===== src/common/rackbus_params.svh =====
`ifndef RACKBUS_PARAMS_SVH
`define RACKBUS_PARAMS_SVH

// wishbone target port widths
`define RACKBUS_WB_ADR_BITS 10
`define RACKBUS_WB_DAT_BITS 32

// outbound command widths
`define RACKBUS_RUNCMD_BITS 2
`define RACKBUS_TRIG_BITS 15

// firmware update FIFO depth in 32-bit words
`define FW_FIFO_DEPTH 256

// only the low address bits select a register
`define RACKBUS_DEC_BITS 4

`define CONTROL_ADDR 4'h0
`define FWUPDATE_ADDR 4'h4
`define RUNCMD_ADDR 4'h8
`define TRIG_ADDR 4'hC

`endif


===== src/common/surfturf_pkg.sv =====
`include "rackbus_params.svh"

package surfturf_pkg;

    // one wishbone data word and its address
    typedef logic [`RACKBUS_WB_DAT_BITS-1:0] wb_data_t;
    typedef logic [`RACKBUS_WB_ADR_BITS-1:0] wb_adr_t;

    // one byte enable per data byte
    typedef logic [`RACKBUS_WB_DAT_BITS/8-1:0] wb_sel_t;

    // payloads of the three outbound streams
    typedef logic [7:0] fw_byte_t;
    typedef logic [`RACKBUS_RUNCMD_BITS-1:0] runcmd_t;
    typedef logic [`RACKBUS_TRIG_BITS-1:0] trig_t;

    // master side of the wishbone target port
    typedef struct packed {
        logic     cyc;
        logic     stb;
        logic     we;
        wb_adr_t  adr;
        wb_sel_t  sel;
        wb_data_t dat;
    } wb_req_t;

endpackage


===== src/rtl/surfturf_regs/surfturf_register_core.sv =====
`timescale 1ns/100ps
`include "rackbus_params.svh"

module surfturf_register_core
    import surfturf_pkg::*;
(
    input  logic     sysclk_i,
    input  logic     reset_i,

    // wishbone target port
    input  wb_req_t  wb_req_i,
    output logic     wb_ack_o,
    output wb_data_t wb_dat_o,

    // firmware update FIFO write side
    output logic     fifo_wr_o,
    output wb_data_t fifo_din_o,
    output logic     fifo_flush_o,
    input  logic     fifo_empty_i,

    // run command stream
    output runcmd_t  runcmd_tdata_o,
    output logic     runcmd_tvalid_o,
    input  logic     runcmd_tready_i,

    // trigger stream
    output trig_t    trig_tdata_o,
    output logic     trig_tvalid_o,
    input  logic     trig_tready_i
);

    logic [`RACKBUS_DEC_BITS-1:0] reg_addr;
    logic     access_open;
    logic     ack_q;
    logic     wr_cycle;

    logic     ctrl_wr;
    logic     fw_wr;
    logic     runcmd_wr;
    logic     trig_wr;

    logic     flush_q;
    wb_data_t status_word;
    wb_data_t rd_data_q;

    runcmd_t  runcmd_data_q;
    logic     runcmd_valid_q;
    trig_t    trig_data_q;
    logic     trig_valid_q;

    assign reg_addr    = wb_req_i.adr[`RACKBUS_DEC_BITS-1:0];
    assign access_open = wb_req_i.cyc && wb_req_i.stb;

    // one ack per access, issued the cycle after the access opens
    always_ff @(posedge sysclk_i) begin
        if (reset_i) begin
            ack_q <= 1'b0;
        end else begin
            ack_q <= access_open && !ack_q;
        end
    end

    // a dropped cycle kills a pending ack
    assign wb_ack_o = ack_q && wb_req_i.cyc;

    // writes land at the end of the ack cycle
    assign wr_cycle = wb_ack_o && wb_req_i.stb && wb_req_i.we;

    assign ctrl_wr   = wr_cycle && (reg_addr == `CONTROL_ADDR) && wb_req_i.sel[0];
    assign fw_wr     = wr_cycle && (reg_addr == `FWUPDATE_ADDR);
    assign runcmd_wr = wr_cycle && (reg_addr == `RUNCMD_ADDR) && wb_req_i.sel[0];

    // the trigger word spans two bytes, so both enables are needed
    assign trig_wr = wr_cycle && (reg_addr == `TRIG_ADDR)
                     && wb_req_i.sel[0] && wb_req_i.sel[1];

    // flush bit holds the FIFO empty until software clears it
    always_ff @(posedge sysclk_i) begin
        if (reset_i) begin
            flush_q <= 1'b0;
        end else if (ctrl_wr) begin
            flush_q <= wb_req_i.dat[0];
        end
    end

    assign fifo_wr_o    = fw_wr;
    assign fifo_din_o   = wb_req_i.dat;
    assign fifo_flush_o = flush_q;

    // run command holding register
    // a new write wins over a transfer in the same cycle, so valid stays up
    always_ff @(posedge sysclk_i) begin
        if (reset_i) begin
            runcmd_valid_q <= 1'b0;
        end else if (runcmd_wr) begin
            runcmd_valid_q <= 1'b1;
        end else if (runcmd_valid_q && runcmd_tready_i) begin
            runcmd_valid_q <= 1'b0;
        end
    end

    always_ff @(posedge sysclk_i) begin
        if (runcmd_wr) begin
            runcmd_data_q <= wb_req_i.dat[`RACKBUS_RUNCMD_BITS-1:0];
        end
    end

    // trigger holding register, same scheme as the run command
    always_ff @(posedge sysclk_i) begin
        if (reset_i) begin
            trig_valid_q <= 1'b0;
        end else if (trig_wr) begin
            trig_valid_q <= 1'b1;
        end else if (trig_valid_q && trig_tready_i) begin
            trig_valid_q <= 1'b0;
        end
    end

    always_ff @(posedge sysclk_i) begin
        if (trig_wr) begin
            trig_data_q <= wb_req_i.dat[`RACKBUS_TRIG_BITS-1:0];
        end
    end

    assign runcmd_tdata_o  = runcmd_data_q;
    assign runcmd_tvalid_o = runcmd_valid_q;
    assign trig_tdata_o    = trig_data_q;
    assign trig_tvalid_o   = trig_valid_q;

    // idle bits read 1 once the receiver has taken the pending value
    assign status_word = {{(`RACKBUS_WB_DAT_BITS-4){1'b0}},
                          !trig_valid_q,
                          !runcmd_valid_q,
                          fifo_empty_i,
                          flush_q};

    // read data is captured the cycle before ack and held through it
    always_ff @(posedge sysclk_i) begin
        if (reg_addr == `CONTROL_ADDR) begin
            rd_data_q <= status_word;
        end else begin
            rd_data_q <= '0;
        end
    end

    assign wb_dat_o = rd_data_q;

endmodule


===== config.mk =====
export PLATFORM = sky130hd
export DESIGN_NAME = surfturf_register_core
export DESIGN_NICKNAME = d
export VERILOG_FILES = /design/src/common/surfturf_pkg.sv /design/src/rtl/surfturf_regs/surfturf_register_core.sv
export VERILOG_INCLUDE_DIRS = /design/src /design/src/common
export SDC_FILE = /design/constraint.sdc
export NUM_CORES = 1
export LEC_CHECK = 0
export BUFFER_PORTS_ARGS = -buffer_cell sky130_fd_sc_hd__clkbuf_2
export CELL_PAD_IN_SITES_DETAIL_PLACEMENT = 1
export CELL_PAD_IN_SITES_GLOBAL_PLACEMENT = 2
export CORE_MARGIN = 5
export CORE_UTILIZATION = 18
export DETAILED_ROUTE_END_ITERATION = 8
export PLACE_DENSITY_LB_ADDON = 0.1
export SLEW_MARGIN = 20
export SYNTH_ARGS = -nofsm -noshare
export SYNTH_HDL_FRONTEND = slang
export SYNTH_SLANG_ARGS = --single-unit
export TNS_END_PERCENT = 10

===== constraint.sdc =====
create_clock -name sysclk_i -period 6.35 [get_ports sysclk_i]
set_input_delay 1.905 -clock sysclk_i [delete_from_list [all_inputs] [get_ports sysclk_i]]
set_output_delay 1.905 -clock sysclk_i [all_outputs]
set_load 0.02 [all_outputs]

==> flow_metrics.env, run 1 <==
export IMPL_run_status="finished, final reports clean"
export IMPL_synth_most_common_cell="buf_4"
export IMPL_period_needed_ps=4520
export IMPL_setup_viol=0
export IMPL_layout_nets=209
export IMPL_ir_drop_v=0.0000426
export IMPL_min_from="ack_q"
export IMPL_hold_end="ack_q"
export IMPL_powerDensity_nw_per_um2=213
export IMPL_start_kind="primary input"
export IMPL_ff2ff_setup_slack_ps=4710
export IMPL_clockRootBuffer="clkbuf_8"
export IMPL_antenna_cells=0
export IMPL_hold_viol=0
export IMPL_setup_tns_ps=0
export IMPL_crit_arrival_ps=2620
export IMPL_dp_hpwl_mm=2.74
export IMPL_via_per_inst=3.35
export IMPL_clock_latency_ps=260
export IMPL_grt_pass1_wl_mm=4.51
export IMPL_slew_viol_final=0
export IMPL_worst_slew_pin_slew_ps=579
export IMPL_via_count=838
export IMPL_cts_tree="yes"
export IMPL_totalWireLength_mm=3.12
export IMPL_ios=140
export IMPL_yosysTopAreaCellShare_pct=39.7
export IMPL_core_um2=6870
export IMPL_die_area_um2=8940
export IMPL_cts_setup_buffers=0
export IMPL_drive_above_1_share_pct=50.0
export IMPL_hold_buffers=0
export IMPL_rows=30
export IMPL_setup_worst_path_end_class="output pin"
export IMPL_final_fill_count=829
export IMPL_syn_avg_cell_area_um2=11.4
export IMPL_grtUsageTotal_pct=6.51
export IMPL_r2r_end="runcmd_tdata_o[0]"
export IMPL_drtIter0Drc=1
export IMPL_postRouteAntennaNets=0
export IMPL_path_clk_slew_ps=90
export IMPL_cp_max_fo=4
export IMPL_cts_buffer_depth=2
export IMPL_syn_area_um2=1290
export IMPL_required_ps=4450
export IMPL_remaining_drc_errors=0
export IMPL_switchingPower_uw=80.8
export IMPL_start_util_pct=18.7
export IMPL_holdPathStages=1
export IMPL_grt_pass1_vias=849
export IMPL_ys_flop_type="edfxtp_1"
export IMPL_synth_edf_count=17
export IMPL_final_util_pct=21.3
export IMPL_syn_to_final_growth_pct=13.5
export IMPL_synthDistinctLibCells=21
export IMPL_r2r_start="ack_q"
export IMPL_clock_skew_final_ps=1.18
export IMPL_yosysSeqAreaShare_pct=52.1
export IMPL_ys_seq_elements=25
export IMPL_cts_resized=0
export IMPL_p_clk_share_pct=30.1
export IMPL_drtPass1Iterations=4
export IMPL_comb_power_share_pct=13.8
export IMPL_yosys_area_top_type="edfxtp_1"
export IMPL_synth_cells=113
export IMPL_gp_congestion=0.637
export IMPL_wire_per_inst_um=12.5
export IMPL_leakage_nw=0.671
export IMPL_grt_max_degree=16
export IMPL_fp_dieH_um=94.6
export IMPL_clock_sinks=25
export IMPL_cts_buffers=3
export IMPL_antenna_found_initial=0
export IMPL_worstSetupPathType="in2out"
export IMPL_ys_top_cells_by_count="buf_4, edfxtp_1, dfxtp_1"
export IMPL_internal_power_uw=230
export IMPL_fmax_mhz=221
export IMPL_final_period_utilization_pct=71.2
export IMPL_p_seq_share_pct=56.1
export IMPL_htree_levels=1
export IMPL_die_x_um=94.6
export IMPL_synth_warnings=0
export IMPL_ff2ff_path_depth=3
export IMPL_rsz0062_at_grt="false"
export IMPL_swShare_pct=26.0
export IMPL_gr_total_overflow=0
export IMPL_dp_cells=246
export IMPL_maxSlewHeadroom_pct=61.0
export IMPL_async_reset_ff_share_pct=0
export IMPL_hold_class="reg2reg"
export IMPL_cap_viol_max_count=0
export IMPL_netlist_top_cells_area="edfxtp_1, buf_4, dfxtp_1"
export IMPL_layout_cells_non_filler=250
export IMPL_io_buffers=69
## cell type report
class	count	area [um^2]	area share [%]
clock buffers	4	45.0	3.08
inverters	4	15.0	1.03
multi-input cells	51	258	17.6
flip-flops and latches	25	671	45.9
well taps	96	120	8.22
repair buffers	70	353	24.1
## worst max-delay path by stage
| stage | startpoint | end | slack [ps] | cells after the start |
|---|---|---|---|---|
| after CTS | wb_req_i[47] | fifo_wr_o | 1800 | 5 |
| after global placement | wb_req_i[47] | fifo_wr_o | 1800 | 5 |
| after global routing | wb_req_i[48] | fifo_wr_o | 1740 | 5 |
| final | wb_req_i[47] | fifo_wr_o | 1830 | 5 |
| after detailed placement | wb_req_i[47] | fifo_wr_o | 1810 | 5 |
| after floorplan | wb_req_i[46] | fifo_wr_o | 1940 | 3 |
## placed cells by master, fill, tap and decap left out, drive strengths merged
| cell | n |
|---|---|
| clkbuf | 73 |
| conb | 28 |
| edfxtp | 17 |
| dfxtp | 8 |
| nor2 | 5 |
| inv | 4 |
| nand3 | 2 |
| nor4 | 2 |
| o32ai | 2 |
| and2 | 2 |
| or4 | 2 |
| and4 | 1 |
| nand2 | 1 |
| nor3 | 1 |
| nor4bb | 1 |
| nand4 | 1 |
| a31o | 1 |
| a21oi | 1 |
| nand4b | 1 |
| buf | 1 |
## power by group through the flow
stage / Combinational, mW / Clock, mW / Sequential [mW]
global placement: 0.0425 / 0 / 0.178
CTS: 0.0428 / 0.101 / 0.174
global route: 0.0465 / 0.108 / 0.174
finish: 0.0428 / 0.0935 / 0.174
floorplan: 0.0593 / 0 / 0.179
detailed placement: 0.0428 / 0 / 0.178
## sequential cells by signal, indices dropped and copies added, names as in the netlist
register,flops
trig_tdata_o,15
wb_dat_o,4
runcmd_tdata_o,2
ack_q,1
fifo_flush_o,1
runcmd_tvalid_o,1
trig_tvalid_o,1
## metrics by stage
stage               setup WS (ps)  cell area [um^2]  hold WS (ps)  power (mW)
detailed placement           1810              1420           429       0.221
finish                       1830              1460           440       0.311
global placement             1800              1420           419       0.221
CTS                          1800              1460           441       0.318
global route                 1740              1460           475       0.329
floorplan                    1940              1390           404       0.238
## layer usage
metal	GRT usage, %	routed length (um)	part of all wire (%)
met5	0	0	0
met3	2.63	470	15
met4	3.00	47	1.5
met2	10.6	1400	45
met1	7.47	1200	38
## critical path, cell delays in order
cell and delay (ps):
clkbuf_2 80, and4_1 260, nand3_1 100, nor2_1 90, clkbuf_2 180
## logic make-up after synthesis
group | synth area share (%)
and+or+nand+nor | 9.04
other | 0.291
AOI/OAI and AO/OA | 2.43
DFF | 52.1
buffers and inverters | 36.2
No activity file was read; power rests on OpenSTA's default activity.
==> run 2: changes to the inputs <==
CORE_UTILIZATION = 15   (was 18)
clock period = 3.9 ns   (was 6.35 ns; I/O delays follow)
==> flow_metrics.env, run 2 (synthesis results as in run 1) <==
export IMPL_run_status="finished, final reports clean"
export IMPL_hold_buffers=0
export IMPL_gp_congestion=0.669
export IMPL_drtIter0Drc=1
export IMPL_via_count=828
export IMPL_die_area_um2=10500
export IMPL_final_common_cell="clkbuf_2"
export IMPL_final_cell_mix="clkbuf_2, conb_1, edfxtp_1, dfxtp_1, nor2_1"
export IMPL_grt_pass1_wl_mm=4.31
export IMPL_clock_skew_final_ps=4.93
export IMPL_grtUsageTotal_pct=5.25
export IMPL_rsz0062_at_grt="false"
export IMPL_leakage_nw=0.671
export IMPL_layout_nets=209
export IMPL_htree_levels=1
export IMPL_cp_common_cell="clkbuf_2"
export IMPL_cts_resized=0
export IMPL_cts_buffer_depth=2
export IMPL_die_x_um=103
export IMPL_path_buf_inv=2
export IMPL_io_buffers=69
export IMPL_ff2ff_setup_slack_ps=2210
export IMPL_cts_setup_buffers=0
export IMPL_slowest_delay_ps=270
export IMPL_clock_latency_ps=260
export IMPL_start_kind="primary input"
export IMPL_powerDensity_nw_per_um2=345
export IMPL_p_total_uw=508
export IMPL_via_per_inst=3.20
export IMPL_maxSlewHeadroom_pct=58.2
export IMPL_antenna_found_initial=0
export IMPL_antenna_cells=0
export IMPL_start_util_pct=15.5
export IMPL_fp_dieH_um=103
export IMPL_syn_to_final_growth_pct=14.4
export IMPL_period_needed_ps=3070
export IMPL_ir_drop_v=0.0000696
export IMPL_clock_sinks=25
export IMPL_path_clk_slew_ps=90
export IMPL_gr_total_overflow=0
export IMPL_setup_viol=0
export IMPL_layout_cells_non_filler=259
export IMPL_slew_viol_final=0
export IMPL_worst_slew_pin_slew_ps=621
export IMPL_setup_tns_ps=0
export IMPL_grt_pass1_vias=842
export IMPL_rows=33
export IMPL_core_um2=8300
export IMPL_grt_max_degree=16
export IMPL_drtPass1Iterations=2
export IMPL_postRouteAntennaNets=0
export IMPL_fmax_mhz=326
export IMPL_required_ps=2730
export IMPL_setup_worst_path_end_class="output pin"
export IMPL_largest_register_ffs=15
export IMPL_crit_arrival_ps=1900
export IMPL_cts_tree="yes"
export IMPL_dp_hpwl_mm=2.78
export IMPL_cp_slowest_cell="and4_1"
export IMPL_cap_viol_max_count=0
export IMPL_dp_cells=255
export IMPL_ios=140
export IMPL_path_delay_family="simple AND/OR/NAND/NOR gates"
export IMPL_hold_viol=0
export IMPL_cp_max_fo=4
export IMPL_wire_per_inst_um=12.2
export IMPL_drive_above_1_share_pct=50.0
export IMPL_remaining_drc_errors=0
export IMPL_cts_buffers=3
export IMPL_hold_class="reg2reg"
export IMPL_worstSetupPathType="in2out"
export IMPL_totalWireLength_mm=3.17
export IMPL_clockRootBuffer="clkbuf_8"
export IMPL_final_period_utilization_pct=78.6
export IMPL_path_cells="clkbuf_2, and4_1, nand3_1, nor2_1, clkbuf_2"
-- run 2: final timing paths --
path	start	end	cells after the start
setup / recovery	wb_req_i[47]	fifo_wr_o	5
hold / removal	ack_q	ack_q	1
setup reg to reg	ack_q	runcmd_tdata_o[1]	3
hold reg to reg	ack_q	ack_q	1
-- run 2: where the power goes --
part	leakage (nW)	switching, mW	internal, mW
clock	0.0228	0.0816	0.0730
combinational	0.431	0.0518	0.0180
sequential	0.217	0.000445	0.283
-- run 2: final cells by class --
type	instances	area, um^2
clock buffers	4	45.0
fillers	966	6830
inverters	4	15.0
multi-input cells	51	258
flip-flops and latches	25	671
well taps	105	131
repair buffers	70	353
-- run 2: routing by layer --
layer  vias up  part of all wire, %  GRT usage, %
li1        376                    -             -
met1       371                   38          6.28
met2        73                   43          8.99
met3         8                   18          1.76
met4         0                 0.47          1.41
met5         -                    0             0
-- run 2: worst reg2reg max path, delay by kind of cell, from the launching register on --
| family | cells | cell delay, ps |
|---|---|---|
| flip-flops | 1 | 350 |
| AND/OR/NAND/NOR | 3 | 980 |
-- run 2: per-stage QoR --
stage                     hold slack (ps)  area [um^2]  worst slack (ps)  utilization, %
after floorplan                       404         1390               823               -
after detailed placement              431         1430               810            17.2
after global routing                  489         1470               753            17.7
after CTS                             452         1470               803            17.7
final                                 449         1470               834            17.7
after global placement                434         1430               820            17.2
==> run 3: changes to the inputs <==
ABC_AREA = 1   (was default)
clock period = 2.7 ns   (was 3.9 ns; I/O delays follow)
==> flow_metrics.env, run 3 <==
export IMPL_clock_skew_final_ps=7.14
export IMPL_p_total_uw=732
export IMPL_gp_congestion=0.664
export IMPL_synth_cells=129
export IMPL_core_um2=8720
export IMPL_drtIter0Drc=15
export IMPL_async_reset_ff_share_pct=0
export IMPL_antenna_found_initial=0
export IMPL_largest_register_ffs=15
export IMPL_synth_edf_count=17
export IMPL_die_area_um2=10900
export IMPL_syn_to_final_growth_pct=13.2
export IMPL_final_common_cell="clkbuf_2"
export IMPL_cts_buffers=3
export IMPL_fmax_mhz=428
export IMPL_layout_nets=224
export IMPL_netlist_top_cells_area="edfxtp_1, buf_4, dfxtp_1"
export IMPL_start_util_pct=15.3
export IMPL_final_period_utilization_pct=86.5
export IMPL_hold_buffers=0
export IMPL_synthDistinctLibCells=16
export IMPL_syn_avg_cell_area_um2=10.4
export IMPL_grt_pass1_wl_mm=5.18
export IMPL_leakage_nw=0.725
export IMPL_setup_viol=0
export IMPL_path_buf_inv=2
export IMPL_ys_flop_type="edfxtp_1"
export IMPL_path_cells="clkbuf_2, nand2_2, nor2_4, nand2_1, nor3_1, clkbuf_2"
export IMPL_via_per_inst=2.98
export IMPL_dp_hpwl_mm=2.84
export IMPL_drive_above_1_share_pct=49.7
export IMPL_run_status="finished, final reports clean"
export IMPL_htree_levels=1
export IMPL_antenna_cells=0
export IMPL_syn_area_um2=1340
export IMPL_ys_seq_elements=25
export IMPL_totalWireLength_mm=3.23
export IMPL_synth_most_common_cell="buf_4"
export IMPL_rows=34
export IMPL_cts_tree="yes"
export IMPL_ios=140
export IMPL_slew_viol_final=0
export IMPL_cts_buffer_depth=2
export IMPL_ir_drop_v=0.000120
export IMPL_drtPass1Iterations=4
export IMPL_crit_arrival_ps=1530
export IMPL_cp_slowest_cell="clkbuf_2"
export IMPL_setup_tns_ps=0
export IMPL_cp_max_fo=4
export IMPL_grt_pass1_vias=924
export IMPL_grtUsageTotal_pct=5.84
export IMPL_fp_dieH_um=104
export IMPL_yosysSeqAreaShare_pct=50.2
export IMPL_grt_max_degree=17
export IMPL_hold_viol=0
export IMPL_required_ps=1890
export IMPL_postRouteAntennaNets=0
export IMPL_path_delay_family="simple AND/OR/NAND/NOR gates"
export IMPL_ys_top_cells_by_count="buf_4, edfxtp_1, inv_1, nor2_1, dfxtp_1"
export IMPL_period_needed_ps=2340
export IMPL_wire_per_inst_um=11.7
export IMPL_final_cell_mix="clkbuf_2, conb_1, edfxtp_1, nor2_1, inv_1"
export IMPL_clock_latency_ps=260
export IMPL_path_clk_slew_ps=90
export IMPL_gr_total_overflow=0
export IMPL_multi_input_area_um2=272
export IMPL_via_count=826
export IMPL_cts_resized=0
export IMPL_worstSetupPathType="in2out"
export IMPL_die_x_um=104
export IMPL_cap_viol_max_count=0
export IMPL_hold_class="reg2reg"
export IMPL_start_kind="primary input"
export IMPL_clockRootBuffer="clkbuf_8"
export IMPL_cp_common_cell="clkbuf_2"
export IMPL_powerDensity_nw_per_um2=484
export IMPL_slowest_delay_ps=200
export IMPL_final_seq_area_um2=671
export IMPL_yosys_area_top_type="edfxtp_1"
export IMPL_io_buffers=69
export IMPL_rsz0062_at_grt="false"
export IMPL_final_fill_count=1059
export IMPL_clock_sinks=25
export IMPL_synth_warnings=0
export IMPL_final_util_pct=17.3
export IMPL_cts_setup_buffers=0
export IMPL_setup_worst_path_end_class="output pin"
export IMPL_yosysTopAreaCellShare_pct=38.2
export IMPL_remaining_drc_errors=0
## run 3: cell count changes in the layout (fill, tap and decap cells not counted), sizes merged, moves of 2 or more
cell,previous run,this run
nand4,1,3
o32ai,2,0
and2,2,0
nor4,2,0
nor2,5,15
or4,2,0
inv,4,11
nand2,1,9
## run 3: worst paths after layout
kind                 startpoint         endpoint  slack [ps]  cells after the start
setup reg to reg          ack_q  trig_tdata_o[8]        1210                      4
hold / removal    trig_tvalid_o      wb_dat_o[3]         450                      1
hold reg to reg   trig_tvalid_o      wb_dat_o[3]         450                      1
setup / recovery   wb_req_i[48]        fifo_wr_o         360                      6
## run 3: routing by layer
metal	up-vias	GRT usage (%)	routed length, um
met5	-	0	0
met4	0	1.30	4
met1	356	6.97	1260
li1	397	-	-
met2	71	9.55	1470
met3	2	2.73	486
## run 3: cells by family after synthesis
kind of cell,Yosys count,synth area share (%)
buf+inv,72,37.1
other cells,1,0.281
flops,25,50.2
simple gates,30,12.1
compound gates,1,0.374
## run 3: layout make-up
type                    instances  share of cell area (%)
repair buffers                 69                    22.8
inverters                      12                    2.98
multi-input cells              59                    17.9
well taps                     108                    8.93
clock buffers                   4                    2.98
flip-flops and latches         25                    44.3
## run 3: power by group
part,leakage [nW],switching [mW],total [mW],internal (mW)
combinational,0.485,0.0785,0.105,0.0266
clock,0.0228,0.111,0.216,0.105
sequential,0.217,0.000716,0.410,0.409
total,0.725,0.190,0.732,0.541
## run 3: per-stage QoR
step	worst slack [ps]	hold slack, ps	instances	cell area (um^2)
2_1_floorplan	385	418	156	1440
3_3_place_gp	336	433	273	1470
3_5_place_dp	345	440	273	1470
4_1_cts	340	462	277	1510
5_1_grt	271	492	277	1510
6_report	363	450	277	1510
## run 3: worst reg2reg max path: stages, from the launching register on
cell and delay (ps):
dfxtp_1 360, nand2_2 90, nor2_4 160, nand2_2 90, nor2_4 420
